`config.mk`:
```
export PLATFORM = sky130hd
export DESIGN_NAME = mem_stage
export DESIGN_NICKNAME = d
export VERILOG_FILES = /design/src/verilog/core_pkg.sv /design/src/verilog/mem_stage.sv
export SDC_FILE = /design/constraint.sdc
export NUM_CORES = 1
export LEC_CHECK = 0
export BUFFER_PORTS_ARGS = -buffer_cell sky130_fd_sc_hd__buf_4
export CELL_PAD_IN_SITES_DETAIL_PLACEMENT = 0
export CELL_PAD_IN_SITES_GLOBAL_PLACEMENT = 2
export CORE_UTILIZATION = 22
export CTS_CLUSTER_DIAMETER = 120
export CTS_CLUSTER_SIZE = 20
export DETAILED_ROUTE_END_ITERATION = 16
export PLACE_DENSITY_LB_ADDON = 0.05
export SLEW_MARGIN = 10
export SYNTH_ARGS = -nofsm -noshare
export SYNTH_HDL_FRONTEND = slang
export SYNTH_SLANG_ARGS = --single-unit
export TNS_END_PERCENT = 1
```
`constraint.sdc`:
```
create_clock -name clk -period 4.6 [get_ports clk]
set_input_delay 0.69 -clock clk [delete_from_list [all_inputs] [get_ports clk]]
set_output_delay 0.69 -clock clk [all_outputs]
set_load 0.1 [all_outputs]
```
`src/verilog/core_pkg.sv`:
```
`default_nettype none

package core_pkg;

    // RV32I memory operations carried with each instruction
    typedef enum logic [3:0] {
        op_none = 4'd0,
        op_lb   = 4'd1,
        op_lh   = 4'd2,
        op_lw   = 4'd3,
        op_lbu  = 4'd4,
        op_lhu  = 4'd5,
        op_sb   = 4'd6,
        op_sh   = 4'd7,
        op_sw   = 4'd8
    } mem_op_e;

    typedef enum logic [1:0] {
        cmd_nop   = 2'd0,
        cmd_read  = 2'd1,
        cmd_write = 2'd2
    } mem_cmd_e;

    typedef enum logic [1:0] {
        wb_alu      = 2'd0,
        wb_mem      = 2'd1,
        wb_pc_plus4 = 2'd2  // link address for jal and jalr
    } wb_sel_e;

    typedef struct packed {
        logic [31:0] pc;
        logic [31:0] alu_out;   // doubles as the memory address
        logic [31:0] rs2_data;
        mem_op_e     mem_op;
        logic        rf_wen;
        wb_sel_e     wb_sel;
        logic [4:0]  rd;
    } ex_mem_t;

    typedef struct packed {
        logic [31:0] pc;
        logic [31:0] alu_out;
        logic [31:0] read_data;  // already extended for loads
        logic        rf_wen;
        wb_sel_e     wb_sel;
        logic [4:0]  rd;
    } mem_wb_t;

    typedef struct packed {
        mem_cmd_e    cmd;
        logic [31:0] addr;
        logic [31:0] wdata;  // already shifted into its byte lanes
        logic [3:0]  wmask;
    } mem_req_t;

    typedef struct packed {
        logic        en;
        logic [4:0]  rd;
        logic [31:0] data;
    } rf_write_t;

endpackage

`default_nettype wire

```
`src/verilog/mem_stage.sv`:
```
`timescale 1ns/1ps
`default_nettype none

module mem_stage
    import core_pkg::*;
(
    input  logic        clk,
    input  logic        rst,
    input  logic        ex_valid,
    input  ex_mem_t     ex_data,
    output logic        stall,
    output mem_req_t    req,
    input  logic        cmd_ready,
    input  logic [31:0] rdata,
    input  logic        rdata_valid,
    output logic        wb_valid,
    output mem_wb_t     wb_data
);

    typedef enum logic [1:0] {
        st_idle,
        st_wait_ready,
        st_wait_read
    } state_e;

    state_e      state;
    state_e      state_next;
    logic        is_load;
    logic        is_store;
    logic        mem_access;
    logic        accepted;
    logic        retire;
    logic [1:0]  lane;
    logic [31:0] load_word;
    logic [31:0] load_data;

    always_comb begin
        is_load  = 1'b0;
        is_store = 1'b0;
        case (ex_data.mem_op)
            op_lb, op_lh, op_lw, op_lbu, op_lhu: is_load = 1'b1;
            op_sb, op_sh, op_sw:                 is_store = 1'b1;
            default:                             is_load = 1'b0;
        endcase
    end

    assign mem_access = ex_valid && (is_load || is_store);
    assign lane       = ex_data.alu_out[1:0];  // aligned accesses assumed

    // the command comes straight from the held record, the register upstream is stalled
    always_comb begin
        req.addr  = ex_data.alu_out;
        req.wdata = ex_data.rs2_data << {lane, 3'b000};
        case (ex_data.mem_op)
            op_sb:   req.wmask = 4'b0001 << lane;
            op_sh:   req.wmask = 4'b0011 << lane;  // lane is 0 or 2
            op_sw:   req.wmask = 4'b1111;
            default: req.wmask = 4'b0000;
        endcase
        if (!mem_access || state == st_wait_read) begin
            req.cmd = cmd_nop;
        end else if (is_store) begin
            req.cmd = cmd_write;
        end else begin
            req.cmd = cmd_read;
        end
    end

    assign accepted = (req.cmd != cmd_nop) && cmd_ready;

    // a load holds the pipeline from issue until its data returns
    always_comb begin
        if (state == st_wait_read) begin
            stall = !rdata_valid;
        end else begin
            stall = mem_access && (!cmd_ready || is_load);
        end
    end

    assign retire = ex_valid && !stall;  // the instruction leaves this stage now

    always_comb begin
        state_next = state;
        case (state)
            st_idle, st_wait_ready: begin
                if (!mem_access) begin
                    state_next = st_idle;
                end else if (!accepted) begin
                    state_next = st_wait_ready;
                end else if (is_load) begin
                    state_next = st_wait_read;
                end else begin
                    state_next = st_idle;
                end
            end
            st_wait_read: begin
                if (rdata_valid) begin
                    state_next = st_idle;
                end
            end
            default: state_next = st_idle;
        endcase
    end

    assign load_word = rdata >> {lane, 3'b000};  // bring the addressed bytes down to bit 0

    always_comb begin
        case (ex_data.mem_op)
            op_lb:   load_data = {{24{load_word[7]}}, load_word[7:0]};
            op_lbu:  load_data = {24'd0, load_word[7:0]};
            op_lh:   load_data = {{16{load_word[15]}}, load_word[15:0]};
            op_lhu:  load_data = {16'd0, load_word[15:0]};
            op_lw:   load_data = load_word;
            default: load_data = 32'd0;
        endcase
    end

    always_ff @(posedge clk) begin
        if (rst) begin
            state    <= st_idle;
            wb_valid <= 1'b0;
        end else begin
            state    <= state_next;
            wb_valid <= retire;
        end
    end

    always_ff @(posedge clk) begin
        if (retire) begin
            wb_data.pc        <= ex_data.pc;
            wb_data.alu_out   <= ex_data.alu_out;
            wb_data.read_data <= (state == st_wait_read) ? load_data : 32'd0;
            wb_data.rf_wen    <= ex_data.rf_wen;
            wb_data.wb_sel    <= ex_data.wb_sel;
            wb_data.rd        <= ex_data.rd;
        end
    end

endmodule

`default_nettype wire

```
==> qor.csv <==
stage,metric,value,unit
run_status,status,finished clean,
clock_network,cts_resized,0,
worst_hold_path,min_from,state[1],
drt,drc,0,
floorplanning,dieArea,23060,um^2
clock_network,cts_hold_buf,0,
clock_network,worstSkewPairLatency,0.35,ns
global_routing,grt_usage,13.55,%
synthesis,yosysTopAreaCell,edfxtp_1,
drt,num_vias,4029,
drt,wl_met3,1089,um
pwr,p_leak,3.325,nW
clock_network,clock-root-buffer,clkbuf_16,
floorplanning,die_x,151.8,um
setup_path,r2r-start,state[1],
drt,drt_pass1_iterations,4,
global_routing,antenna_found_initial,0,
floorplanning,die_h,151.8,um
setup_path,slowest_stage,nor2b_2,
finish,syn2layout_area_growth,55.85,%
sta,fin_tns_setup,0,ns
clock_network,cts.clk_slew.worst_paths,0.08,ns
synthesis,synth-seq-cells,107,
synthesis,syn-mean-instance-area,13.28,um^2
global_routing,first_global_vias,4146,
pwr,vdd_drop_max,0.0001353,V
worst_hold_path,hp-class,reg -> reg,
placement,hpwlAfterDp,12130,um
synthesis,synth-main-ff-cell,edfxtp_1,
finish,fillers,2225,
drt,ant_nets,0,
setup_path,crit_end,req[2],
synthesis,syn_area,4940,um^2
setup_path,reg2reg_to,wb_data[4],
drt,highest_layer,met4,
setup_path,crit_arrival,2.68,ns
synthesis,syn-num-nets,517,
drt,viasPerCell,4.304,
sta,grt_setup_unrepaired,false,
setup_path,cp.required,3.91,ns
setup_path,worstRegToRegCells,4,
sta,setup_viol,0,
synthesis,yosysSeqAreaShare,64.44,%
setup_path,end_kind,output port,
sta,period_needed,3.366,ns
placement,io_buffers,320,
setup_path,cp_max_fo,64,
finish,drive_above_1_share,52.74,%
global_routing,grt.overflow.total,0,
synthesis,yosysTopAreaCellShare,63.22,%
synthesis,synth_cells,372,
synthesis,yosys-top-cells-area,"edfxtp_1 63%, mux2i_1 6.9%, buf_4 5.3%",
synthesis,synth.most_common_cell,edfxtp_1,
clock_network,clock-sinks,107,
sta,post-route-period-util,73.17,%
setup_path,critical_path_class,in -> out,
synthesis,synth_commonest_cells,"104 x edfxtp_1, 35 x buf_4, 34 x mux2i_1, 25 x o21ai_0, 22 x a211oi_1",
clock_network,cts_made_buffers,9,
clock_network,clock_tree.buffer_depth,2,
global_routing,grt_max_degree,75,
sta,worstMarginPinSlew,1.125,ns
finish,diodes,0,
clock_network,cts_tree,done,
synthesis,async_flop_share,0,%
drt,drt_iter0_markers,160,
drt,postRouteWirelength,16090,um
drt,wl_per_cell,17.19,um
pwr,power_density,395.8,nW/um^2
setup_path,r2r_setup_slack,2.26,ns
synthesis,ys_warn_count,0,
floorplanning,placementRows,54,
sta,max_freq,297.1,MHz
clock_network,cts_setup_buffers,0,
placement,dp.cells,920,
setup_path,path_cells,buf_4 -> nor2b_2 -> a21oi_1 -> o21ai_0 -> buf_4,
global_routing,grt_pass1_wl,23920,um
floorplanning,io_pins,321,
setup_path,start_kind,primary input,
drt,wl_met1,6177,um
sta,relSlewSlack,24.45,%
setup_path,max_stage_delay,0.80,ns
floorplanning,start_util,22.57,%
clock_network,htree_levels,3,
synthesis,yosysUniqueCellTypes,42,
setup_path,critPathLaunch,ex_data[45],
sta,fin_skew,0.008296,ns
sta,report.final.slew_viol_count,0,
setup_path,cpMostUsedCell,buf_4,
finish,fin_nets,796,
finish,final_cells,936,
synthesis,synth_enable_flop_cells,104,
run,cap_violations,0,
pwr,total_power,3.047,mW
placement,gp_congestion,0.6894,
floorplanning,coreArea,21890,um^2
drt,dr_wl_met2,8645,um
sta,finalHoldViolations,0,
area by class of cell:
class / instances / area, um^2 / share of cell area [%]
clock buffer: 9 / 225.2 / 2.925
clock inverter: 7 / 107.6 / 1.398
inverter: 1 / 3.754 / 0.04876
multi-input combinational: 211 / 1406 / 18.27
sequential: 107 / 3183 / 41.35
tap: 280 / 350.3 / 4.551
timing repair buffer: 321 / 2422 / 31.46
critical path: cells and delay by family:
kind                   cells  cell delay (ns)
AOI/OAI and AO/OA          2             0.32
buffers and inverters      2             0.84
and+or+nand+nor            1             0.80
placed cells by master (no fill, tap or decap), types with 3 or more instances in the layout:
cell type and count:
a211oi_1 22, a21o_1 8, dfxtp_1 3, nand2b_1 6, and2_1 15, nor2b_1 17, edfxtp_1 104, buf_4 320
clkbuf_16 9, nand2_1 13, nor2_1 19, a21oi_1 20, o21ai_0 25, mux2i_1 34
where the power goes:
part	internal (mW)	switching [mW]	total (mW)	leakage, nW
clock network	0.445	0.399	0.844	0.160
logic	0.231	0.824	1.06	2.16
registers	1.13	0.0142	1.15	1.01
total	1.81	1.24	3.05	3.33
layer usage:
metal	GRT usage, %	vias to the layer above
met5	0	-
met4	4.143	0
met3	3.480	10
met2	25.28	171
met1	14.90	1933
li1	-	1915
state kept, by name, indices dropped and copies added (netlist names):
| signal | count |
|---|---|
| wb_data | 104 |
| state | 2 |
| wb_valid | 1 |
how the worst min path moves through the flow:
stage          depth (start not counted)  endpoint
2_1_floorplan                          1  state[0]
3_3_place_gp                           1  state[0]
3_5_place_dp                           1  state[0]
4_1_cts                                2  state[1]
5_1_grt                                2  state[1]
6_report                               1  state[0]
cell families (layout without fill, tap and decap cells):
family | Yosys count | after routing | share of synthesized area, %
AOI/OAI and AO/OA | 84 | 84 | 10.61
xor gates and xnor gates | 1 | 1 | 0.1773
buffers and inverters | 54 | 338 | 7.193
DFF | 107 | 107 | 64.44
muxes | 34 | 34 | 6.890
and+or+nand+nor | 92 | 92 | 10.69
per-stage QoR:
| stage | hold slack, ns | util [%] | setup slack (ns) | cell area, um^2 |
|---|---|---|---|---|
| detailed placement | 0.4639 | 33.65 | 1.183 | 7366 |
| finish | 0.4811 | 35.17 | 1.234 | 7699 |
| global placement | 0.4628 | 33.65 | 1.275 | 7366 |
| CTS | 0.4644 | 35.17 | 1.169 | 7699 |
| floorplan | 0.4292 | - | 0.2271 | 4940 |
| global route | 0.4715 | 35.17 | 1.022 | 7699 |
Note: power is estimated with default switching activity, not from simulation.
