--- src/verilog/core_pkg.sv ---
`default_nettype none

package core_pkg;

    // RV32I memory operations carried with each instruction
    typedef enum logic [3:0] {
        op_none = 4'd0,
        op_lb   = 4'd1,
        op_lh   = 4'd2,
        op_lw   = 4'd3,
        op_lbu  = 4'd4,
        op_lhu  = 4'd5,
        op_sb   = 4'd6,
        op_sh   = 4'd7,
        op_sw   = 4'd8
    } mem_op_e;

    typedef enum logic [1:0] {
        cmd_nop   = 2'd0,
        cmd_read  = 2'd1,
        cmd_write = 2'd2
    } mem_cmd_e;

    typedef enum logic [1:0] {
        wb_alu      = 2'd0,
        wb_mem      = 2'd1,
        wb_pc_plus4 = 2'd2  // link address for jal and jalr
    } wb_sel_e;

    typedef struct packed {
        logic [31:0] pc;
        logic [31:0] alu_out;   // doubles as the memory address
        logic [31:0] rs2_data;
        mem_op_e     mem_op;
        logic        rf_wen;
        wb_sel_e     wb_sel;
        logic [4:0]  rd;
    } ex_mem_t;

    typedef struct packed {
        logic [31:0] pc;
        logic [31:0] alu_out;
        logic [31:0] read_data;  // already extended for loads
        logic        rf_wen;
        wb_sel_e     wb_sel;
        logic [4:0]  rd;
    } mem_wb_t;

    typedef struct packed {
        mem_cmd_e    cmd;
        logic [31:0] addr;
        logic [31:0] wdata;  // already shifted into its byte lanes
        logic [3:0]  wmask;
    } mem_req_t;

    typedef struct packed {
        logic        en;
        logic [4:0]  rd;
        logic [31:0] data;
    } rf_write_t;

endpackage

`default_nettype wire

--- src/verilog/writeback_stage.sv ---
`timescale 1ns/1ps
`default_nettype none

module writeback_stage
    import core_pkg::*;
(
    input  logic      clk,
    input  logic      rst,
    input  logic      wb_valid,
    input  mem_wb_t   wb_data,
    output rf_write_t rf_write
);

    logic [31:0] wb_value;
    logic        wr_en;
    logic [4:0]  wr_rd;
    logic [31:0] wr_data;

    always_comb begin
        case (wb_data.wb_sel)
            wb_alu:      wb_value = wb_data.alu_out;
            wb_mem:      wb_value = wb_data.read_data;
            wb_pc_plus4: wb_value = wb_data.pc + 32'd4;
            default:     wb_value = wb_data.alu_out;
        endcase
    end

    // x0 is hardwired to zero so its writes are dropped here
    always_ff @(posedge clk) begin
        if (rst) begin
            wr_en <= 1'b0;
        end else begin
            wr_en <= wb_valid && wb_data.rf_wen && (wb_data.rd != 5'd0);
        end
    end

    always_ff @(posedge clk) begin
        if (wb_valid) begin
            wr_rd   <= wb_data.rd;
            wr_data <= wb_value;
        end
    end

    assign rf_write.en   = wr_en;
    assign rf_write.rd   = wr_rd;
    assign rf_write.data = wr_data;

endmodule

`default_nettype wire

--- config.mk ---
export PLATFORM = sky130hd
export DESIGN_NAME = writeback_stage
export DESIGN_NICKNAME = d
export VERILOG_FILES = /design/src/verilog/core_pkg.sv /design/src/verilog/writeback_stage.sv
export SDC_FILE = /design/constraint.sdc
export NUM_CORES = 1
export LEC_CHECK = 0
export BUFFER_PORTS_ARGS = -buffer_cell sky130_fd_sc_hd__buf_4
export CAP_MARGIN = 20
export CORE_MARGIN = 4
export CORE_UTILIZATION = 43
export DETAILED_ROUTE_END_ITERATION = 10
export PLACE_DENSITY = 0.8
export SYNTH_ARGS = -nofsm -noshare
export SYNTH_HDL_FRONTEND = slang
export SYNTH_SLANG_ARGS = --single-unit
export TNS_END_PERCENT = 1
--- constraint.sdc ---
create_clock -name clk -period 2 [get_ports clk]
set_input_delay 0.4 -clock clk [delete_from_list [all_inputs] [get_ports clk]]
set_output_delay 0.4 -clock clk [all_outputs]
set_load 0.02 [all_outputs]
==> impl_metrics.csv, run 1 <==
group,metric,value,unit
die,rows,26,
synthesis,synth_edf_count,37,
routing,num_vias,2402,
finish,nets,491,
global_route,grt_pass1_vias,2306,
routing,wire_per_inst,16.49,µm
finish,layout_common_cells,"155 x buf_4, 37 x edfxtp_1, 29 x nand2_1",
finish,fin_util,70.09,%
critical_path,cp-start-kind,"input pin",
critical_path,cpPeakStageDelay,0.41,ns
critical_path,cp_max_fo,50,
critical_path,crit_chain,"buf_4 -> inv_1 -> ha_1 -> buf_4 -> nand2b_1 -> buf_12 -> o221ai_1",
die,die_w,82.51,µm
synthesis,yosysUniqueCellTypes,39,
place,port_buffers,144,
finish,regArea,0.001131,mm²
critical_path,crit_path_end_kind,"register",
critical_path,critPathSlowestCell,"buf_4",
power_and_ir_drop,p_per_area,592.5,mW/mm²
finish,fillers,416,
routing,wl,7455,µm
synthesis,ys_ff_latch,38,
clock_network,clockBufferDepth,2,
power_and_ir_drop,p_total,2175,µW
global_route,grt_remaining_overflow,0,
flow_run,cap_viol_max_count,0,
synthesis,synthCells,233,
critical_path,cpMostUsedCell,"buf_4",
finish,synthToLayoutAreaGrowth,53.77,%
synthesis,avgSynthCellArea,10.25,µm²
timing,clock.fmax,571.4,MHz
finish,mostFrequentLayoutCell,"buf_4",
die,chipHeight,82.51,µm
outcome,outcome,"complete, no violations",
critical_path,cp-startpoint,"wb_data[5]",
timing,rsz0062_at_grt,"false",
die,num_io_pins,145,
clock_network,numCtsBuffers,5,
global_route,grtUsageTotal,21.61,%
timing,post-route-min-period,1.750,ns
routing,vias_per_cell,5.314,
clock_network,clockRootBuffer,"clkbuf_8",
place,dp_cells,443,
synthesis,synth_nets,343,
routing,drt_iter0_markers,109,
finish,diodes,0,
routing,drt_pass1_iterations,4,
clock_network,clk_pin_slew,0.08,ns
finish,finalNonFillerCells,452,
global_route,grt_max_degree,51,
timing,min_period_over_period,87.51,%
clock_network,ctsResizeCount,0,
synthesis,yosys.area.top_type_share,46.54,%
global_route,grt_pass1_wl,11080,µm
place,dp_hpwl,5837,µm
timing,finalSetupViolations,0,
synthesis,synth.area.top_cells,"edfxtp_1 47%, xnor2_1 7.7%, a22oi_1 7.2%, nand2_1 4.6%, o21ai_0 4.4%",
clock_network,cts_tree,"done",
timing,slew-limit-headroom,66.52,%
critical_path,arrival,1.75,ns
min_path,hold_class,"input pin to register",
routing,drc,0,
critical_path,cp.required,2.00,ns
clock_network,h-tree-depth,2,
finish,layout-drive-gt1-share,45.81,%
timing,slew_viol_final,0,
synthesis,synth_area,0.002387,mm²
clock_network,cts_hold_buf,0,
synthesis,ys_seq_area_share,47.38,%
routing,ant_nets,0,
synthesis,synthArstFlopShare,0,%
synthesis,yosysWarningCount,0,
die,die_area,0.006808,mm²
power_and_ir_drop,ir_drop,0.3153,mV
timing,hold_viol,0,
critical_path,critPathCapture,"wr_data[19]$_DFFE_PP_",
die,start_util,45.58,%
synthesis,synth_top_area_cell,"edfxtp_1",
finish,multi_input_area,0.001156,mm²
timing,hold_slack,0.2850,ns
die,coreArea,0.005238,mm²
critical_path,crit_type,"input pin to register",
global_route,antenna_found_initial,0,
synthesis,yosys_most_used_dff,"edfxtp_1",
power_and_ir_drop,p_leak,0.001512,µW
clock_network,post-cts-setup-buffer-count,0,
place,place_congestion,0.8491,
timing,tightest_slew,0.5021,ns
clock_network,clock-sinks,38,
==> how the worst min path moves through the flow <==
stage	from	to	slack [ns]	depth (start not counted)
after detailed placement	rst	wr_en$_SDFF_PP0_	0.58	2
after global placement	rst	wr_en$_SDFF_PP0_	0.57	2
final	rst	wr_en$_SDFF_PP0_	0.29	2
after floorplan	rst	wr_en$_SDFF_PP0_	0.48	1
after global routing	rst	wr_en$_SDFF_PP0_	0.28	2
after CTS	rst	wr_en$_SDFF_PP0_	0.28	2
==> where the power goes <==
part	leakage [µW]	internal, µW	switching, µW
logic	0.00110	326	330
registers	0.000368	977	23.2
clock network	0.0000450	242	277
total	0.00151	1540	630
==> final cells by class <==
cell class / count / area share, %
timing repair buffer: 156 / 32.24
sequential: 38 / 30.81
clock inverter: 2 / 0.2727
inverter: 8 / 0.8180
multi-input combinational: 172 / 31.49
clock buffer: 6 / 1.977
tap: 70 / 2.386
==> layer usage <==
metal / part of all wire, % / wire length [µm] / vias up / global-route usage, %
li1: - / - / 1176 / -
met1: 39 / 2909 / 1124 / 24.83
met2: 52 / 3882 / 98 / 40.06
met3: 7.9 / 587 / 4 / 4.447
met4: 1.0 / 75 / 0 / 6.373
met5: 0 / 0 / - / 0
==> flip-flops by register name, summed over array words and instances, names as in the netlist <==
name	flops
wr_data	32
wr_rd	5
wr_en	1
==> critical path: cells and delay by family <==
kind / cells / cell delay (ns)
buffers and inverters: 4 / 0.69
adders and majority gates: 1 / 0.28
and+or+nand+nor: 1 / 0.22
AOI/OAI and AO/OA: 1 / 0.15
==> cell families after synthesis <==
| kind of cell | after synthesis | share of synthesized area (%) |
|---|---|---|
| flops | 38 | 47.38 |
| simple gates | 80 | 19.55 |
| compound gates | 62 | 17.35 |
| mux | 1 | 0.4193 |
| buf+inv | 23 | 4.193 |
| xor+xnor | 26 | 9.539 |
| fa+ha+maj | 3 | 1.572 |
==> synth_stat cells, types with 2 or more instances <==
library cell / n
inv_1: 8
nor2_1: 5
a22oi_1: 23
nand4_1: 7
buf_2: 2
edfxtp_1: 37
and4_1: 6
nor4_1: 2
o21ai_1: 4
and2_1: 2
nor3_2: 4
nand3_2: 2
o221ai_2: 2
clkbuf_1: 11
a221oi_1: 3
ha_1: 3
xnor2_1: 21
o221ai_1: 2
nand2_1: 29
nand3_1: 6
o21ai_0: 21
a21oi_1: 5
nor2b_1: 2
nor3_1: 6
nand2b_1: 2
xor2_1: 5
==> stage by stage <==
step	TNS (ns)	worst slack, ns	area (µm²)
6_report	0	0.2498	3671
3_5_place_dp	-1.735	-0.1447	3581
2_1_floorplan	0	0.1174	2387
3_3_place_gp	-0.8394	-0.06706	3581
4_1_cts	0	0.1465	3664
5_1_grt	0	0.1756	3671
Power figures use the tool's default switching activity.
==> run 2: changes to the inputs <==
--- a/config.mk
+++ b/config.mk
@@ -11,6 +11,8 @@
 export CORE_UTILIZATION = 43
 export DETAILED_ROUTE_END_ITERATION = 10
 export PLACE_DENSITY = 0.8
+export REMOVE_ABC_BUFFERS = 1
+export SKIP_LAST_GASP = 1
 export SYNTH_ARGS = -nofsm -noshare
 export SYNTH_HDL_FRONTEND = slang
 export SYNTH_SLANG_ARGS = --single-unit
==> impl_metrics.csv, run 2 (same netlist as run 1, synthesis figures left out) <==
group,metric,value,unit
timing,clock.fmax,579.1,MHz
finish,diodes,0,
critical_path,critPathSlowestCell,"or4_4",
clock_network,h-tree-depth,2,
die,rows,26,
min_path,holdCritStartpoint,"rst",
clock_network,clockRootBuffer,"clkbuf_8",
global_route,grtUsageTotal,21.74,%
global_route,grt_max_degree,39,
min_path,min_path_cells,2,
routing,vias_per_cell,5.327,
die,die_w,82.51,µm
timing,min_period_over_period,86.34,%
critical_path,cp_max_fo,7,
critical_path,cp.required,2.04,ns
routing,wire_per_inst,16.23,µm
timing,hold_viol,0,
routing,drt_iter0_markers,83,
die,chipHeight,82.51,µm
timing,slew_viol_final,0,
global_route,grt_remaining_overflow,0,
finish,final_area,0.003690,mm²
critical_path,arrival,1.77,ns
critical_path,crit_chain,"buf_4 -> nand3_2 -> or4_4 -> o31a_1 -> o21ai_1 -> a21oi_1",
global_route,antenna_found_initial,0,
min_path,hold_class,"input pin to register",
routing,drt_pass1_iterations,4,
clock_network,ctsResizeCount,0,
finish,nets,494,
timing,post-route-min-period,1.727,ns
finish,top_register,"wr_data",
finish,synthToLayoutAreaGrowth,54.56,%
clock_network,numCtsBuffers,5,
timing,tightest_slew,0.5050,ns
finish,layout-drive-gt1-share,46.23,%
die,num_io_pins,145,
timing,slew-limit-headroom,66.33,%
power_and_ir_drop,p_per_area,599.7,mW/mm²
critical_path,cp-start-kind,"input pin",
flow_run,cap_viol_max_count,0,
clock_network,post-cts-setup-buffer-count,0,
timing,finalSetupViolations,0,
clock_network,cts_hold_buf,0,
outcome,outcome,"complete, no violations",
routing,wl,7383,µm
finish,layout_common_cells,"159 x buf_4, 37 x edfxtp_1, 29 x nand2_1",
power_and_ir_drop,p_total,2213,µW
timing,rsz0062_at_grt,"false",
critical_path,crit_type,"input pin to register",
routing,ant_nets,0,
global_route,grt_pass1_wl,11270,µm
power_and_ir_drop,ir_drop,0.3069,mV
finish,reg_top3,"wr_data x32, wr_rd x5, wr_en x1",
finish,fin_util,70.45,%
routing,num_vias,2424,
timing,fin_tns_setup,0,ns
finish,largest_reg_flops,32,
critical_path,cpPeakStageDelay,0.62,ns
die,die_area,0.006808,mm²
place,place_congestion,0.7439,
clock_network,clockBufferDepth,2,
power_and_ir_drop,p_leak,0.001524,µW
place,port_buffers,144,
critical_path,crit_path_end_kind,"register",
clock_network,clk_pin_slew,0.07,ns
finish,mostFrequentLayoutCell,"buf_4",
min_path,whs_endpoint,"wr_en$_SDFF_PP0_",
timing,hold_slack,0.2660,ns
clock_network,clock-sinks,38,
routing,drc,0,
place,placed_cell_area,0.003591,mm²
clock_network,cts_tree,"done",
die,coreArea,0.005238,mm²
place,dp_hpwl,5802,µm
die,start_util,45.58,%
global_route,grt_pass1_vias,2385,
run 2: cell types whose count changed in the layout (fill, tap and decap cells not counted):
cell,change
buf_12,-1
buf_4,+4
clkbuf_8,+1
clkinv_2,-1
run 2: worst max path at each step:
stage	start	endpoint	slack, ns	cells after the start
after floorplan	wb_data[5]	wr_data[19]$_DFFE_PP_	-0.35	4
after global placement	wb_data[5]	wr_data[26]$_DFFE_PP_	-0.1	6
after detailed placement	wb_data[5]	wr_data[26]$_DFFE_PP_	-0.18	6
after CTS	wb_data[5]	wr_data[26]$_DFFE_PP_	0.13	6
after global routing	wb_data[80]	wr_data[27]$_DFFE_PP_	0.26	6
final	wb_data[88]	wr_data[30]$_DFFE_PP_	0.27	6
run 2: worst max-delay path: cells and delay by family:
kind / cells / cell delay, ns
compound gates: 3 / 0.55
simple gates: 2 / 0.72
buf+inv: 1 / 0.09
run 2: metal layers:
| layer | track usage, % | share of wire (%) | up-vias |
|---|---|---|---|
| met2 | 40.71 | 53 | 86 |
| met5 | 0 | 0 | - |
| li1 | - | - | 1180 |
| met4 | 5.229 | 0.87 | 0 |
| met3 | 5.206 | 8.4 | 6 |
| met1 | 24.69 | 38 | 1152 |
run 2: layout make-up:
cell class,count,area (µm²)
fillers,439,1548
repair buffers,159,1194
clock buffers,7,86.33
well taps,70,87.58
clock inverters,1,5.005
multi-input cells,172,1156
flip-flops and latches,38,1131
inverters,8,30.03
run 2: stage by stage:
stage / std cells / setup slack [ns]
CTS: 454 / 0.1272
detailed placement: 446 / -0.1788
global route: 455 / 0.2557
finish: 455 / 0.2732
global placement: 446 / -0.09609
floorplan: 218 / -0.3515
run 2: power breakdown:
part | internal (µW) | switching, µW
clock | 278 | 278
sequential | 976 | 21.4
combinational | 329 | 330
total | 1580 | 629
